===== config.mk =====
export PLATFORM = sky130hd
export DESIGN_NAME = hazard_unit
export DESIGN_NICKNAME = d
export VERILOG_FILES = /design/src/logic/tinker_pkg.sv /design/src/logic/hazard_unit.sv
export SDC_FILE = /design/constraint.sdc
export NUM_CORES = 1
export LEC_CHECK = 0
export ABC_CLOCK_PERIOD_IN_PS = 900
export BUFFER_PORTS_ARGS = -buffer_cell sky130_fd_sc_hd__buf_2
export CORE_UTILIZATION = 38
export DETAILED_ROUTE_END_ITERATION = 6
export GPL_ROUTABILITY_DRIVEN = 0
export PLACE_DENSITY = 0.82
export SYNTH_ARGS = -nofsm -noshare
export SYNTH_HDL_FRONTEND = slang
export SYNTH_SLANG_ARGS = --single-unit

===== constraint.sdc =====
create_clock -name vclk -period 0.9
set_input_delay 0.045 -clock vclk [all_inputs]
set_output_delay 0.045 -clock vclk [all_outputs]
set_load 0.1 [all_outputs]

===== src/logic/tinker_pkg.sv =====
// tinker shared widths, opcodes, reset constants and pipeline record types
package tinker_pkg;

    // core widths
    localparam int XLEN     = 64;
    localparam int ILEN     = 32;
    localparam int REG_BITS = 5;
    localparam int LIT_BITS = 12;

    typedef logic [XLEN-1:0]     word_t;
    typedef logic [REG_BITS-1:0] reg_idx_t;

    // reset values
    localparam word_t RESET_PC  = 64'h2000;
    localparam word_t STACK_TOP = 64'h80000;

    // 5-bit major opcode, instruction bits 31..27
    typedef enum logic [4:0] {
        OP_AND    = 5'b00000,
        OP_OR     = 5'b00001,
        OP_XOR    = 5'b00010,
        OP_NOT    = 5'b00011,
        OP_SHFTR  = 5'b00100,
        OP_SHFTRI = 5'b00101,
        OP_SHFTL  = 5'b00110,
        OP_SHFTLI = 5'b00111,
        OP_JUMP   = 5'b01000,
        OP_BRR    = 5'b01010,
        OP_BRNZ   = 5'b01011,
        OP_BRGT   = 5'b01110,
        OP_HALT   = 5'b01111,
        OP_LOAD   = 5'b10000,
        OP_MOV    = 5'b10001,
        OP_MOV_L  = 5'b10010,
        OP_STORE  = 5'b10011,
        OP_ADD    = 5'b11000,
        OP_ADDI   = 5'b11001,
        OP_SUB    = 5'b11010,
        OP_SUBI   = 5'b11011
    } opcode_e;

    // instruction fields after decode
    typedef struct packed {
        opcode_e              opcode;
        reg_idx_t             rd;
        reg_idx_t             rs;
        reg_idx_t             rt;
        logic [LIT_BITS-1:0]  lit;
        // clear when operand b is the literal
        logic                 uses_rt;
    } decoded_t;

    // execute stage side effects
    typedef struct packed {
        logic  reg_write;
        logic  mem_read;
        logic  mem_write;
        logic  take_branch;
        word_t target;
    } ex_ctl_t;

    // operand source for the execute stage
    typedef enum logic [1:0] {
        FWD_REG   = 2'd0,
        FWD_EXMEM = 2'd1,
        FWD_MEMWB = 2'd2
    } fwd_sel_e;

endpackage


===== src/logic/hazard_unit.sv =====
// hazard unit, operand forwarding selects and load-use stall detect
`timescale 1ns/1ps

module hazard_unit import tinker_pkg::*; (
    input  reg_idx_t idex_rs,
    input  reg_idx_t idex_rt,
    input  reg_idx_t idex_rd,
    input  logic     idex_uses_rt,
    input  logic     idex_is_load,
    input  reg_idx_t exmem_rd,
    input  logic     exmem_write,
    input  reg_idx_t memwb_rd,
    input  logic     memwb_write,
    input  decoded_t ifid_fields,
    output fwd_sel_e fwd_a,
    output fwd_sel_e fwd_b,
    output fwd_sel_e fwd_rd,
    output logic     stall
);

    logic reads_rs;
    logic reads_rd;

    // newest producer first
    function automatic fwd_sel_e pick(input reg_idx_t src);
        if (exmem_write && exmem_rd == src) begin
            return FWD_EXMEM;
        end
        if (memwb_write && memwb_rd == src) begin
            return FWD_MEMWB;
        end
        return FWD_REG;
    endfunction

    always_comb begin
        fwd_a  = pick(idex_rs);
        fwd_rd = pick(idex_rd);
        fwd_b  = idex_uses_rt ? pick(idex_rt) : FWD_REG;
    end

    // which id-stage sources are really read
    always_comb begin
        reads_rs = 1'b1;
        reads_rd = 1'b0;
        case (ifid_fields.opcode)
            OP_ADDI, OP_SUBI, OP_MOV_L: begin
                reads_rs = 1'b0;
                reads_rd = 1'b1;
            end
            OP_JUMP: begin
                reads_rs = 1'b0;
                reads_rd = 1'b1;
            end
            OP_STORE, OP_BRNZ, OP_BRGT: begin
                reads_rd = 1'b1;
            end
            OP_BRR, OP_HALT: begin
                reads_rs = 1'b0;
            end
            default: begin
                reads_rd = 1'b0;
            end
        endcase
    end

    // load data only exists after mem, one bubble covers it
    assign stall = idex_is_load &&
                   ((reads_rs && ifid_fields.rs == idex_rd) ||
                    (reads_rd && ifid_fields.rd == idex_rd) ||
                    (ifid_fields.uses_rt && ifid_fields.rt == idex_rd));

endmodule


# Yosys cells after proc, flatten, opt, wreduce, memory -nomap -nowiden
# Index checks and enable logic that the tools add are counted.
# totals
reg_bits,0
in_bits,62
out_inout_bits,7
# op_classes
eq_ne,18
n_mux,24
n_reduce_logical,14
# op_table
cell,n
5-bit equality test,9
2-bit 2-to-1 mux,13
"5-bit by 4-bit equality test with 1-bit output, second input constant",5
"5-bit equality test, second input constant",4
1-bit 2-to-1 mux,11
1-bit logical AND,10
7-bit OR reduction,1
6-bit OR reduction,1
1-bit logical OR,2

# Longest topological paths before layout
# Gate-level depths: netlist (run 1).
# depth
ltp_word,7
mapped_depth,5
mapped_depth_nobuf,4

# Least setup slack after synthesis (run 1)
# OpenSTA, ideal clock, no wires.
# synth_path
kind,input to output
from,input idex_rt[3]
to,output fwd_b[1]
arrival_time_ps,2468
slack_ps,-1613
path_stages,4
path_cell_list,xor2_1 -> nor4_1 -> and3_1 -> nor3_1
# synth_between
elab_chain_len,7
word_cells_on_any_way,11
# synth_rtl
item,line_no,source
"start, declared",hazard_unit.sv:6,"input reg_idx_t idex_rt,"
5-bit equality test,hazard_unit.sv:29,if (memwb_write && memwb_rd == src) begin
1-bit logical AND,hazard_unit.sv:29,
1-bit 2-to-1 mux (2 in series),hazard_unit.sv:29,
2-bit 2-to-1 mux,hazard_unit.sv:32,return FWD_REG;
2-bit 2-to-1 mux *,hazard_unit.sv:29,
2-bit 2-to-1 mux *,hazard_unit.sv:38,fwd_b = idex_uses_rt ? pick(idex_rt) : FWD_REG;
"end, declared",hazard_unit.sv:16,"output fwd_sel_e fwd_b,"
# Mark *: on every way between the ends. The rest lies on a longest branch, timed or not. The select of a mux whose other input is x is not followed.

# Final worst setup path (run 1)
# layout_path
from,input memwb_rd[2]
to,output fwd_a[1]
# layout_between
elab_chain_len,6
word_cells_on_any_way,7
# layout_rtl
item,line_no,source
"start, declared",hazard_unit.sv:12,"input reg_idx_t memwb_rd,"
5-bit equality test *,hazard_unit.sv:29,
1-bit logical AND *,hazard_unit.sv:29,
1-bit 2-to-1 mux (2 in series),hazard_unit.sv:29,
2-bit 2-to-1 mux *,hazard_unit.sv:32,
2-bit 2-to-1 mux *,hazard_unit.sv:29,
"end, declared",hazard_unit.sv:15,"output fwd_sel_e fwd_a,"
# Marked as above.

==> summary.txt, run 1 <==
Layout
  – Area Growth Syn to Fin: 113%
  – Sequential cell count: 0
  – Fillers: 71
  – Finished Layout Cells: 181
  – Ant. Diodes: 0
  – Layout net count: 221
  – Clock buffer count: 0
  – Layout cells sized above 1: 0.592
  – Multi-input logic area: approximately 770 sq um
  – Sequential cell area: 0 sq um

Global routing
  – Largest net degree at the start of global routing: 9
  – Gr usage total: 0.302
  – First-pass GRT wire length: 4.51 mm
  – Antenna violations before repair: 0
  – Vias in the first global route: 968
  – GRT overflow: 0

Pwr
  – VDD IR max: around 330 uV
  – Total power: 669 uW
  – LEAKAGE: 0.000648 uW
  – Pwr per Cell Area: between 400 and 500 nW/um^2

Placed design
  – Placed Instances: 179
  – Hpwl dp: between 2 and 2.5 mm
  – I/O Buffers: 57
  – Post-place setup slack: -0.359 ns

Hold path
  – Worst hold path type: in2out

Timing
  – Minimum clock period: 1.30 ns
  – Max Slew Vio Count: 0
  – Slew margin rel.: 0.750
  – Final worst slack: -0.400 ns
  – Endpoints failing setup: 7
  – Final hold violation count: 0
  – Unrepaired setup endpoints after global routing: true
  – Actual slew at the worst max-slew pin: approximately 0.37 ns
  – Fin crit share: 1.44
  – Peak Freq: slightly below 0.8 GHz

Logic synthesis
  – Yosys synthesis warning count: 0
  – Post-Syn Area: 679 sq um
  – Post-synth top area cell: xor2_1
  – Seq/Total Area, Yosys: 0
  – Distinct cell type count after synthesis: 25
  – Count leader, synth: xor2_1
  – Top cell type's share of synthesized area: 0.374
  – Mapped Avg Cell Area: 7.72 sq um
  – Synth Net Count: 150
  – Leading post-synthesis cells by cell area: xor2_1 (37%), xnor2_1 (22%), nor4_1 (6.4%)
  – Synth top cells by count: xor2_1 (29), xnor2_1 (17), nor4_1 (7), buf_2 (4), nand3_1 (4)
  – Cells after synthesis: 88

Floorplanning
  – Core ar.: between 1500 and 2000 sq um
  – Die X: 44.3 um
  – Die area: 1960 sq um
  – Row count: 14
  – Initial core utilization: 0.426
  – Ports: 69
  – Die height: approximately 44 um

Detailed routing
  – DRC viols: 0
  – Iter 0 DRT Violations: 31
  – Detailed-route wire length: 3.12 mm
  – Final ANT Viol Nets: 0
  – WL/cell: ~17 um
  – Vias: 989
  – DR pass1 iterations: 4
  – Via density: around 5.5

Critical path
  – Crit end category: primary output
  – Startpoint Class: input port
  – Crit-path max FO: 3
  – CP max stage cell: nor4_1
  – Crit Path Class: in2out
  – Worst EP required: 0.85 ns
  – CP cell instances: buf_2 > xor2_1 > nor4_1 > nand3_1 > nor2_4 > buf_12
  – Slowest Stage Delay on Critical Path: 0.35 ns
  – Worst Path Arrival: 1.25 ns

Status
  – Status: finished with violations
  – Failing checks: negative setup slack

Run
  – Number of max-cap violations: 0

Clock tree
  – Post-CTS Hold Fix Bufs: 0
-- power by group --
part / leakage, uW / switching, uW / internal (uW) / total, uW
sequential: 0 / 0 / 0 / 0
clock: 0 / 0 / 0 / 0
combinational: 0.000648 / 318 / 351 / 669
total: 0.000648 / 318 / 351 / 669
-- worst max-delay path: cells and delay by family --
kind | cells | cell delay [ns]
buffers and inverters | 2 | 0.32
AND/OR/NAND/NOR | 3 | 0.71
XOR/XNOR | 1 | 0.18
-- cell type report --
| cell class | count | share of cell area |
|---|---|---|
| multi-input cells | 83 | 0.533 |
| repair buffers | 74 | 0.446 |
| well taps | 24 | 0.0207 |
-- stage by stage --
| step | instance area [sq um] | setup TNS (ns) | utilization | hold WS, ns |
|---|---|---|---|---|
| after floorplan | 763 | -1.26 | - | 0.314 |
| after global routing | 1450 | -2.49 | 0.908 | 0.516 |
| after CTS | 1370 | -1.87 | 0.857 | 0.481 |
| after detailed placement | 1220 | -2.27 | 0.766 | 0.485 |
| after global placement | 1220 | -2.21 | 0.766 | 0.483 |
| final | 1450 | -2.20 | 0.908 | 0.511 |
-- layout by cell type, fill, tap and decap left out, types with 2 or more instances in the layout --
cell type | Yosys | final
xor2_2 | 0 | 2
nor2_4 | 0 | 2
buf_8 | 0 | 5
nand3_1 | 4 | 3
buf_4 | 1 | 17
buf_2 | 4 | 34
xor2_1 | 29 | 27
buf_6 | 0 | 10
and3_4 | 0 | 2
nor4_1 | 7 | 3
nand4_1 | 3 | 3
nor4_2 | 0 | 4
xnor2_1 | 17 | 16
buf_12 | 0 | 8
nand2_1 | 2 | 2
-- path summary, 6_finish.rpt --
check               startpoint  endpoint  slack (ns)  cells past startpoint
setup / recovery   memwb_rd[2]  fwd_a[1]       -0.40                      6
hold / removal    idex_uses_rt  fwd_b[0]        0.51                      3
-- metal layers --
metal | vias to the layer above | track usage | part of all wire
met5 | - | 0 | 0
met4 | 0 | 0.0424 | 0.0067
met3 | 2 | 0.00408 | 0.092
met2 | 65 | 0.603 | 0.52
met1 | 477 | 0.362 | 0.38
li1 | 445 | - | -
-- logic make-up (layout without fill, tap and decap cells) --
logic type,Yosys count,in the layout,synth area share
mux,1,1,0.0166
simple gates,30,30,0.280
xor+xnor,46,46,0.593
buf+inv,5,74,0.0405
compound gates,6,6,0.0700
-- timing repair --
item                                    in CTS  in global routing
endpoints found under the setup margin       7                  7
pin swaps                                   19                 13
endpoints found under the hold margin        0                  0
setup buffers                                1                  1
resized for setup                           35                 16
(Power assumes the default switching activity.)
==> run 2: changes to the inputs <==
--- a/config.mk
+++ b/config.mk
@@ -7,7 +7,10 @@
 export LEC_CHECK = 0
 export ABC_CLOCK_PERIOD_IN_PS = 900
 export BUFFER_PORTS_ARGS = -buffer_cell sky130_fd_sc_hd__buf_2
-export CORE_UTILIZATION = 38
+export CELL_PAD_IN_SITES_DETAIL_PLACEMENT = 0
+export CELL_PAD_IN_SITES_GLOBAL_PLACEMENT = 1
+export CORE_ASPECT_RATIO = 0.5
+export CORE_UTILIZATION = 24
 export DETAILED_ROUTE_END_ITERATION = 6
 export GPL_ROUTABILITY_DRIVEN = 0
 export PLACE_DENSITY = 0.82
==> summary.txt, run 2 (same netlist as run 1, synthesis figures left out) <==
Detailed routing
  – Final ANT Viol Nets: 0
  – DR pass1 iterations: 4
  – WL/cell: 13.2 um
  – DRC viols: 0
  – Vias: between 800 and 900
  – Detailed-route wire length: 2.51 mm
  – Via density: about 4.6
  – Iter 0 DRT Violations: 17

Placed design
  – Placed cell areas: approximately 1200 sq um
  – I/O Buffers: 57
  – Placed Instances: around 190
  – Hpwl dp: about 1.9 mm

Timing
  – Max Slew Vio Count: 0
  – Final worst slack: -0.263 ns
  – WHS: 0.497 ns
  – Slew margin rel.: 0.810
  – Minimum clock period: about 1.2 ns
  – Final hold violation count: 0
  – Unrepaired setup endpoints after global routing: true
  – Fin crit share: 1.29
  – Peak Freq: 0.860 GHz
  – Endpoints failing setup: 7
  – Final TNS setup: -1.58 ns
  – Actual slew at the worst max-slew pin: roughly 0.28 ns

Global routing
  – Antenna violations before repair: 0
  – Vias in the first global route: 838
  – GRT overflow: 0
  – First-pass GRT wire length: 3.51 mm
  – Gr usage total: 0.145
  – Largest net degree at the start of global routing: 9

Layout
  – Clock buffer count: 0
  – Layout net count: 218
  – Commonest non-fill, non-tap cells in the layout: xor2_1 (27), buf_2 (25), buf_6 (18)
  – Sequential cell count: 0
  – Fillers: about 250
  – Ant. Diodes: 0
  – Post-route cell area: 1480 sq um
  – Finished Layout Cells: 191
  – Sequential cell area: 0 sq um
  – Layout cells sized above 1: 0.584
  – Commonest non-fill, non-tap cell in the layout: xor2_1
  – Area Growth Syn to Fin: 117%

Floorplanning
  – Die X: 77.2 um
  – Die height: ~40 um
  – Core ar.: 2640 sq um
  – Row count: 13
  – Ports: between 60 and 70
  – Die area: 3060 sq um
  – Initial core utilization: 0.258

Status
  – Status: finished with violations
  – Failing checks: negative setup slack

Hold path
  – Worst hold path type: in2out
  – Min-delay src: idex_uses_rt

Critical path
  – Startpoint Class: input port
  – CP bufs+invs: 2
  – Crit. Startpoint: ifid_fields[29]
  – Worst Path Arrival: 1.12 ns
  – CP cell instances: buf_2 > and4bb_2 > a311oi_2 > o211ai_1 > nand3_4 > buf_12
  – Slowest Stage Delay on Critical Path: between 0.2 and 0.25 ns
  – Largest delay contributor family on the critical path: compound AO/OA/AOI/OAI gates
  – Crit-path max FO: 7
  – Worst EP required: 0.85 ns
  – Crit end category: primary output
  – CP max stage cell: and4bb_2
  – Crit Path Class: in2out

Pwr
  – LEAKAGE: 0.000645 uW
  – Pwr per Cell Area: around 440 nW/um^2
  – VDD IR max: roughly 170 uV

Run
  – Number of max-cap violations: 0

Clock tree
  – Post-CTS Hold Fix Bufs: 0
==> run 2: cell type report <==
class	count	area, sq um	area share
Multi-Input combinational cell	83	768	0.520
Tap cell	37	46.3	0.0313
Timing Repair Buffer	71	663	0.449
==> run 2: per-stage QoR <==
step	setup slack, ns	utilization	total power, uW
after CTS	-0.268	0.512	583
after floorplan	-0.340	-	287
final	-0.263	0.561	651
after global placement	-0.330	0.455	512
after detailed placement	-0.320	0.455	516
after global routing	-0.323	0.561	697
==> run 2: power breakdown <==
group | internal [uW] | switching, uW
Combinational | 361 | 290
Clock | 0 | 0
Sequential | 0 | 0
==> run 2: worst paths after layout <==
kind | depth (start not counted) | end | slack, ns
max | 6 | stall | -0.26
min | 3 | fwd_b[0] | 0.50
==> run 2: metal layers <==
layer	vias to the layer above	routed length, um	track usage
met1	418	1060	0.174
met5	-	0	0
met2	18	1410	0.316
li1	441	-	-
met3	0	50	0.00233
met4	0	0	0
==> run 2: timing repair <==
action                                 4_1_cts  5_1_grt
pin swaps                                   24       18
endpoints found under the hold margin        0        0
setup endpoints to repair                    7        7
resized for setup                           37       29
buffers inserted                             2        2
==> run 3: changes to the inputs <==
==> config.mk (replaced) <==
export PLATFORM = sky130hd
export DESIGN_NAME = hazard_unit
export DESIGN_NICKNAME = d
export VERILOG_FILES = /design/src/logic/tinker_pkg.sv /design/src/logic/hazard_unit.sv
export SDC_FILE = /design/constraint.sdc
export NUM_CORES = 1
export LEC_CHECK = 0
export BUFFER_PORTS_ARGS = -buffer_cell sky130_fd_sc_hd__buf_4
export CELL_PAD_IN_SITES_DETAIL_PLACEMENT = 0
export CELL_PAD_IN_SITES_GLOBAL_PLACEMENT = 1
export CORE_ASPECT_RATIO = 0.5
export CORE_UTILIZATION = 24
export DETAILED_ROUTE_END_ITERATION = 6
export GPL_ROUTABILITY_DRIVEN = 0
export PLACE_DENSITY_LB_ADDON = 0.2
export SYNTH_ARGS = -nofsm -noshare
export SYNTH_HDL_FRONTEND = slang
export SYNTH_SLANG_ARGS = --single-unit
==> summary.txt, run 3 (same netlist as run 1, synthesis figures left out) <==
Critical path
  – Worst EP required: 0.85 ns
  – CP max stage cell: nor4_2
  – Startpoint Class: input port
  – Crit-path max FO: 2
  – Worst Path Arrival: 1.15 ns
  – Largest delay contributor family on the critical path: simple AND/OR/NAND/NOR gates
  – Slowest Stage Delay on Critical Path: around 0.27 ns
  – CP bufs+invs: 3
  – Crit Path Class: in2out
  – Crit end category: primary output
  – CP cell instances: buf_8 > xor2_2 > nor4_2 > and3_1 > buf_4 > nor3_4 > buf_12

Global routing
  – Largest net degree at the start of global routing: 9
  – GRT overflow: 0
  – First-pass GRT wire length: 3.57 mm
  – Antenna violations before repair: 0
  – Vias in the first global route: 830
  – Gr usage total: 0.150

Floorplanning
  – Core ar.: 2640 sq um
  – Initial core utilization: 0.258
  – Ports: 69
  – Row count: 13
  – Die X: 77.2 um
  – Die height: 39.6 um
  – Die area: 3060 sq um

Layout
  – Sequential cell count: 0
  – Fillers: roughly 230
  – Commonest non-fill, non-tap cells in the layout: buf_4 (51), xor2_1 (24), xnor2_1 (17)
  – Commonest non-fill, non-tap cell in the layout: buf_4
  – Clock buffer count: 0
  – Layout cells sized above 1: 0.636
  – Ant. Diodes: 0
  – Sequential cell area: 0 sq um
  – Layout net count: 226
  – Area Growth Syn to Fin: 143%
  – Multi-input logic area: 795 sq um

Detailed routing
  – DRC viols: 0
  – Final ANT Viol Nets: 0
  – Vias: between 800 and 900
  – DR pass1 iterations: 2
  – Iter 0 DRT Violations: 8
  – WL/cell: 11.8 um
  – Detailed-route wire length: about 2.4 mm
  – Via density: 4.39

Placed design
  – Post-place setup slack: -0.491 ns
  – Hpwl dp: between 1.5 and 2 mm
  – I/O Buffers: 57

Clock tree
  – Post-CTS Hold Fix Bufs: 0

Timing
  – Peak Freq: 0.840 GHz
  – Slew margin rel.: 0.807
  – Max Slew Vio Count: 0
  – Actual slew at the worst max-slew pin: 0.287 ns
  – Final TNS setup: -1.68 ns
  – Minimum clock period: 1.19 ns
  – Unrepaired setup endpoints after global routing: true
  – Fin crit share: 1.32
  – Final hold violation count: 0
  – Final worst slack: -0.291 ns
  – Endpoints failing setup: 7

Hold path
  – Worst hold path type: in2out

Run
  – Number of max-cap violations: 0

Pwr
  – LEAKAGE: 0.000710 uW
  – Pwr per Cell Area: 437 nW/um^2
  – VDD IR max: 189 uV

Status
  – Failing checks: negative setup slack
  – Status: finished with violations
-- run 3: changes by cell type in the layout (fill, tap and decap cells not counted), moves of 2 or more --
| cell | delta |
|---|---|
| buf_4 | +35 |
| buf_12 | +2 |
| xor2_1 | -3 |
| buf_8 | +3 |
| xor2_2 | +3 |
| buf_2 | -25 |
| buf_6 | -7 |
| nor4_1 | -2 |
| nor4_2 | +2 |
-- run 3: path summary, 6_finish.rpt --
path,startpoint,endpoint,slack [ns],cells past startpoint
setup / recovery,idex_rt[2],fwd_b[1],-0.29,7
hold / removal,idex_uses_rt,fwd_b[0],0.49,3
-- run 3: what timing repair did --
action,4_1_cts,5_1_grt
setup endpoints to repair,7,7
buffers inserted,1,1
resized for setup,40,29
pin swaps,22,22
cloned,0,0
-- run 3: power by group --
| group | internal (uW) | total (uW) | switching, uW |
|---|---|---|---|
| sequential | 0 | 0 | 0 |
| clock | 0 | 0 | 0 |
| combinational | 425 | 719 | 294 |
| total | 425 | 719 | 294 |
-- run 3: area by class of cell --
type	instances	area share
multi-input cells	83	0.482
well taps	37	0.0281
repair buffers	79	0.490
-- run 3: routing by layer --
layer,track usage,wire (um),up-vias
li1,-,-,454
met1,0.172,992,401
met2,0.336,1290,19
met3,0.00698,73,0
met4,0,0,0
met5,0,0,-
-- run 3: stage by stage --
step | instance area (sq um) | cells | util | hold WS, ns | total power, uW
6_report | 1650 | 199 | 0.625 | 0.491 | 719
4_1_cts | 1500 | 198 | 0.568 | 0.481 | 650
2_1_floorplan | 763 | 88 | - | 0.314 | 287
3_3_place_gp | 1330 | 197 | 0.504 | 0.564 | 594
3_5_place_dp | 1330 | 197 | 0.504 | 0.566 | 596
5_1_grt | 1650 | 199 | 0.625 | 0.509 | 772
-- run 3: tightest hold or removal path: stages --
cell    delay, ns
buf_4        0.09
and2_4       0.14
buf_12       0.16
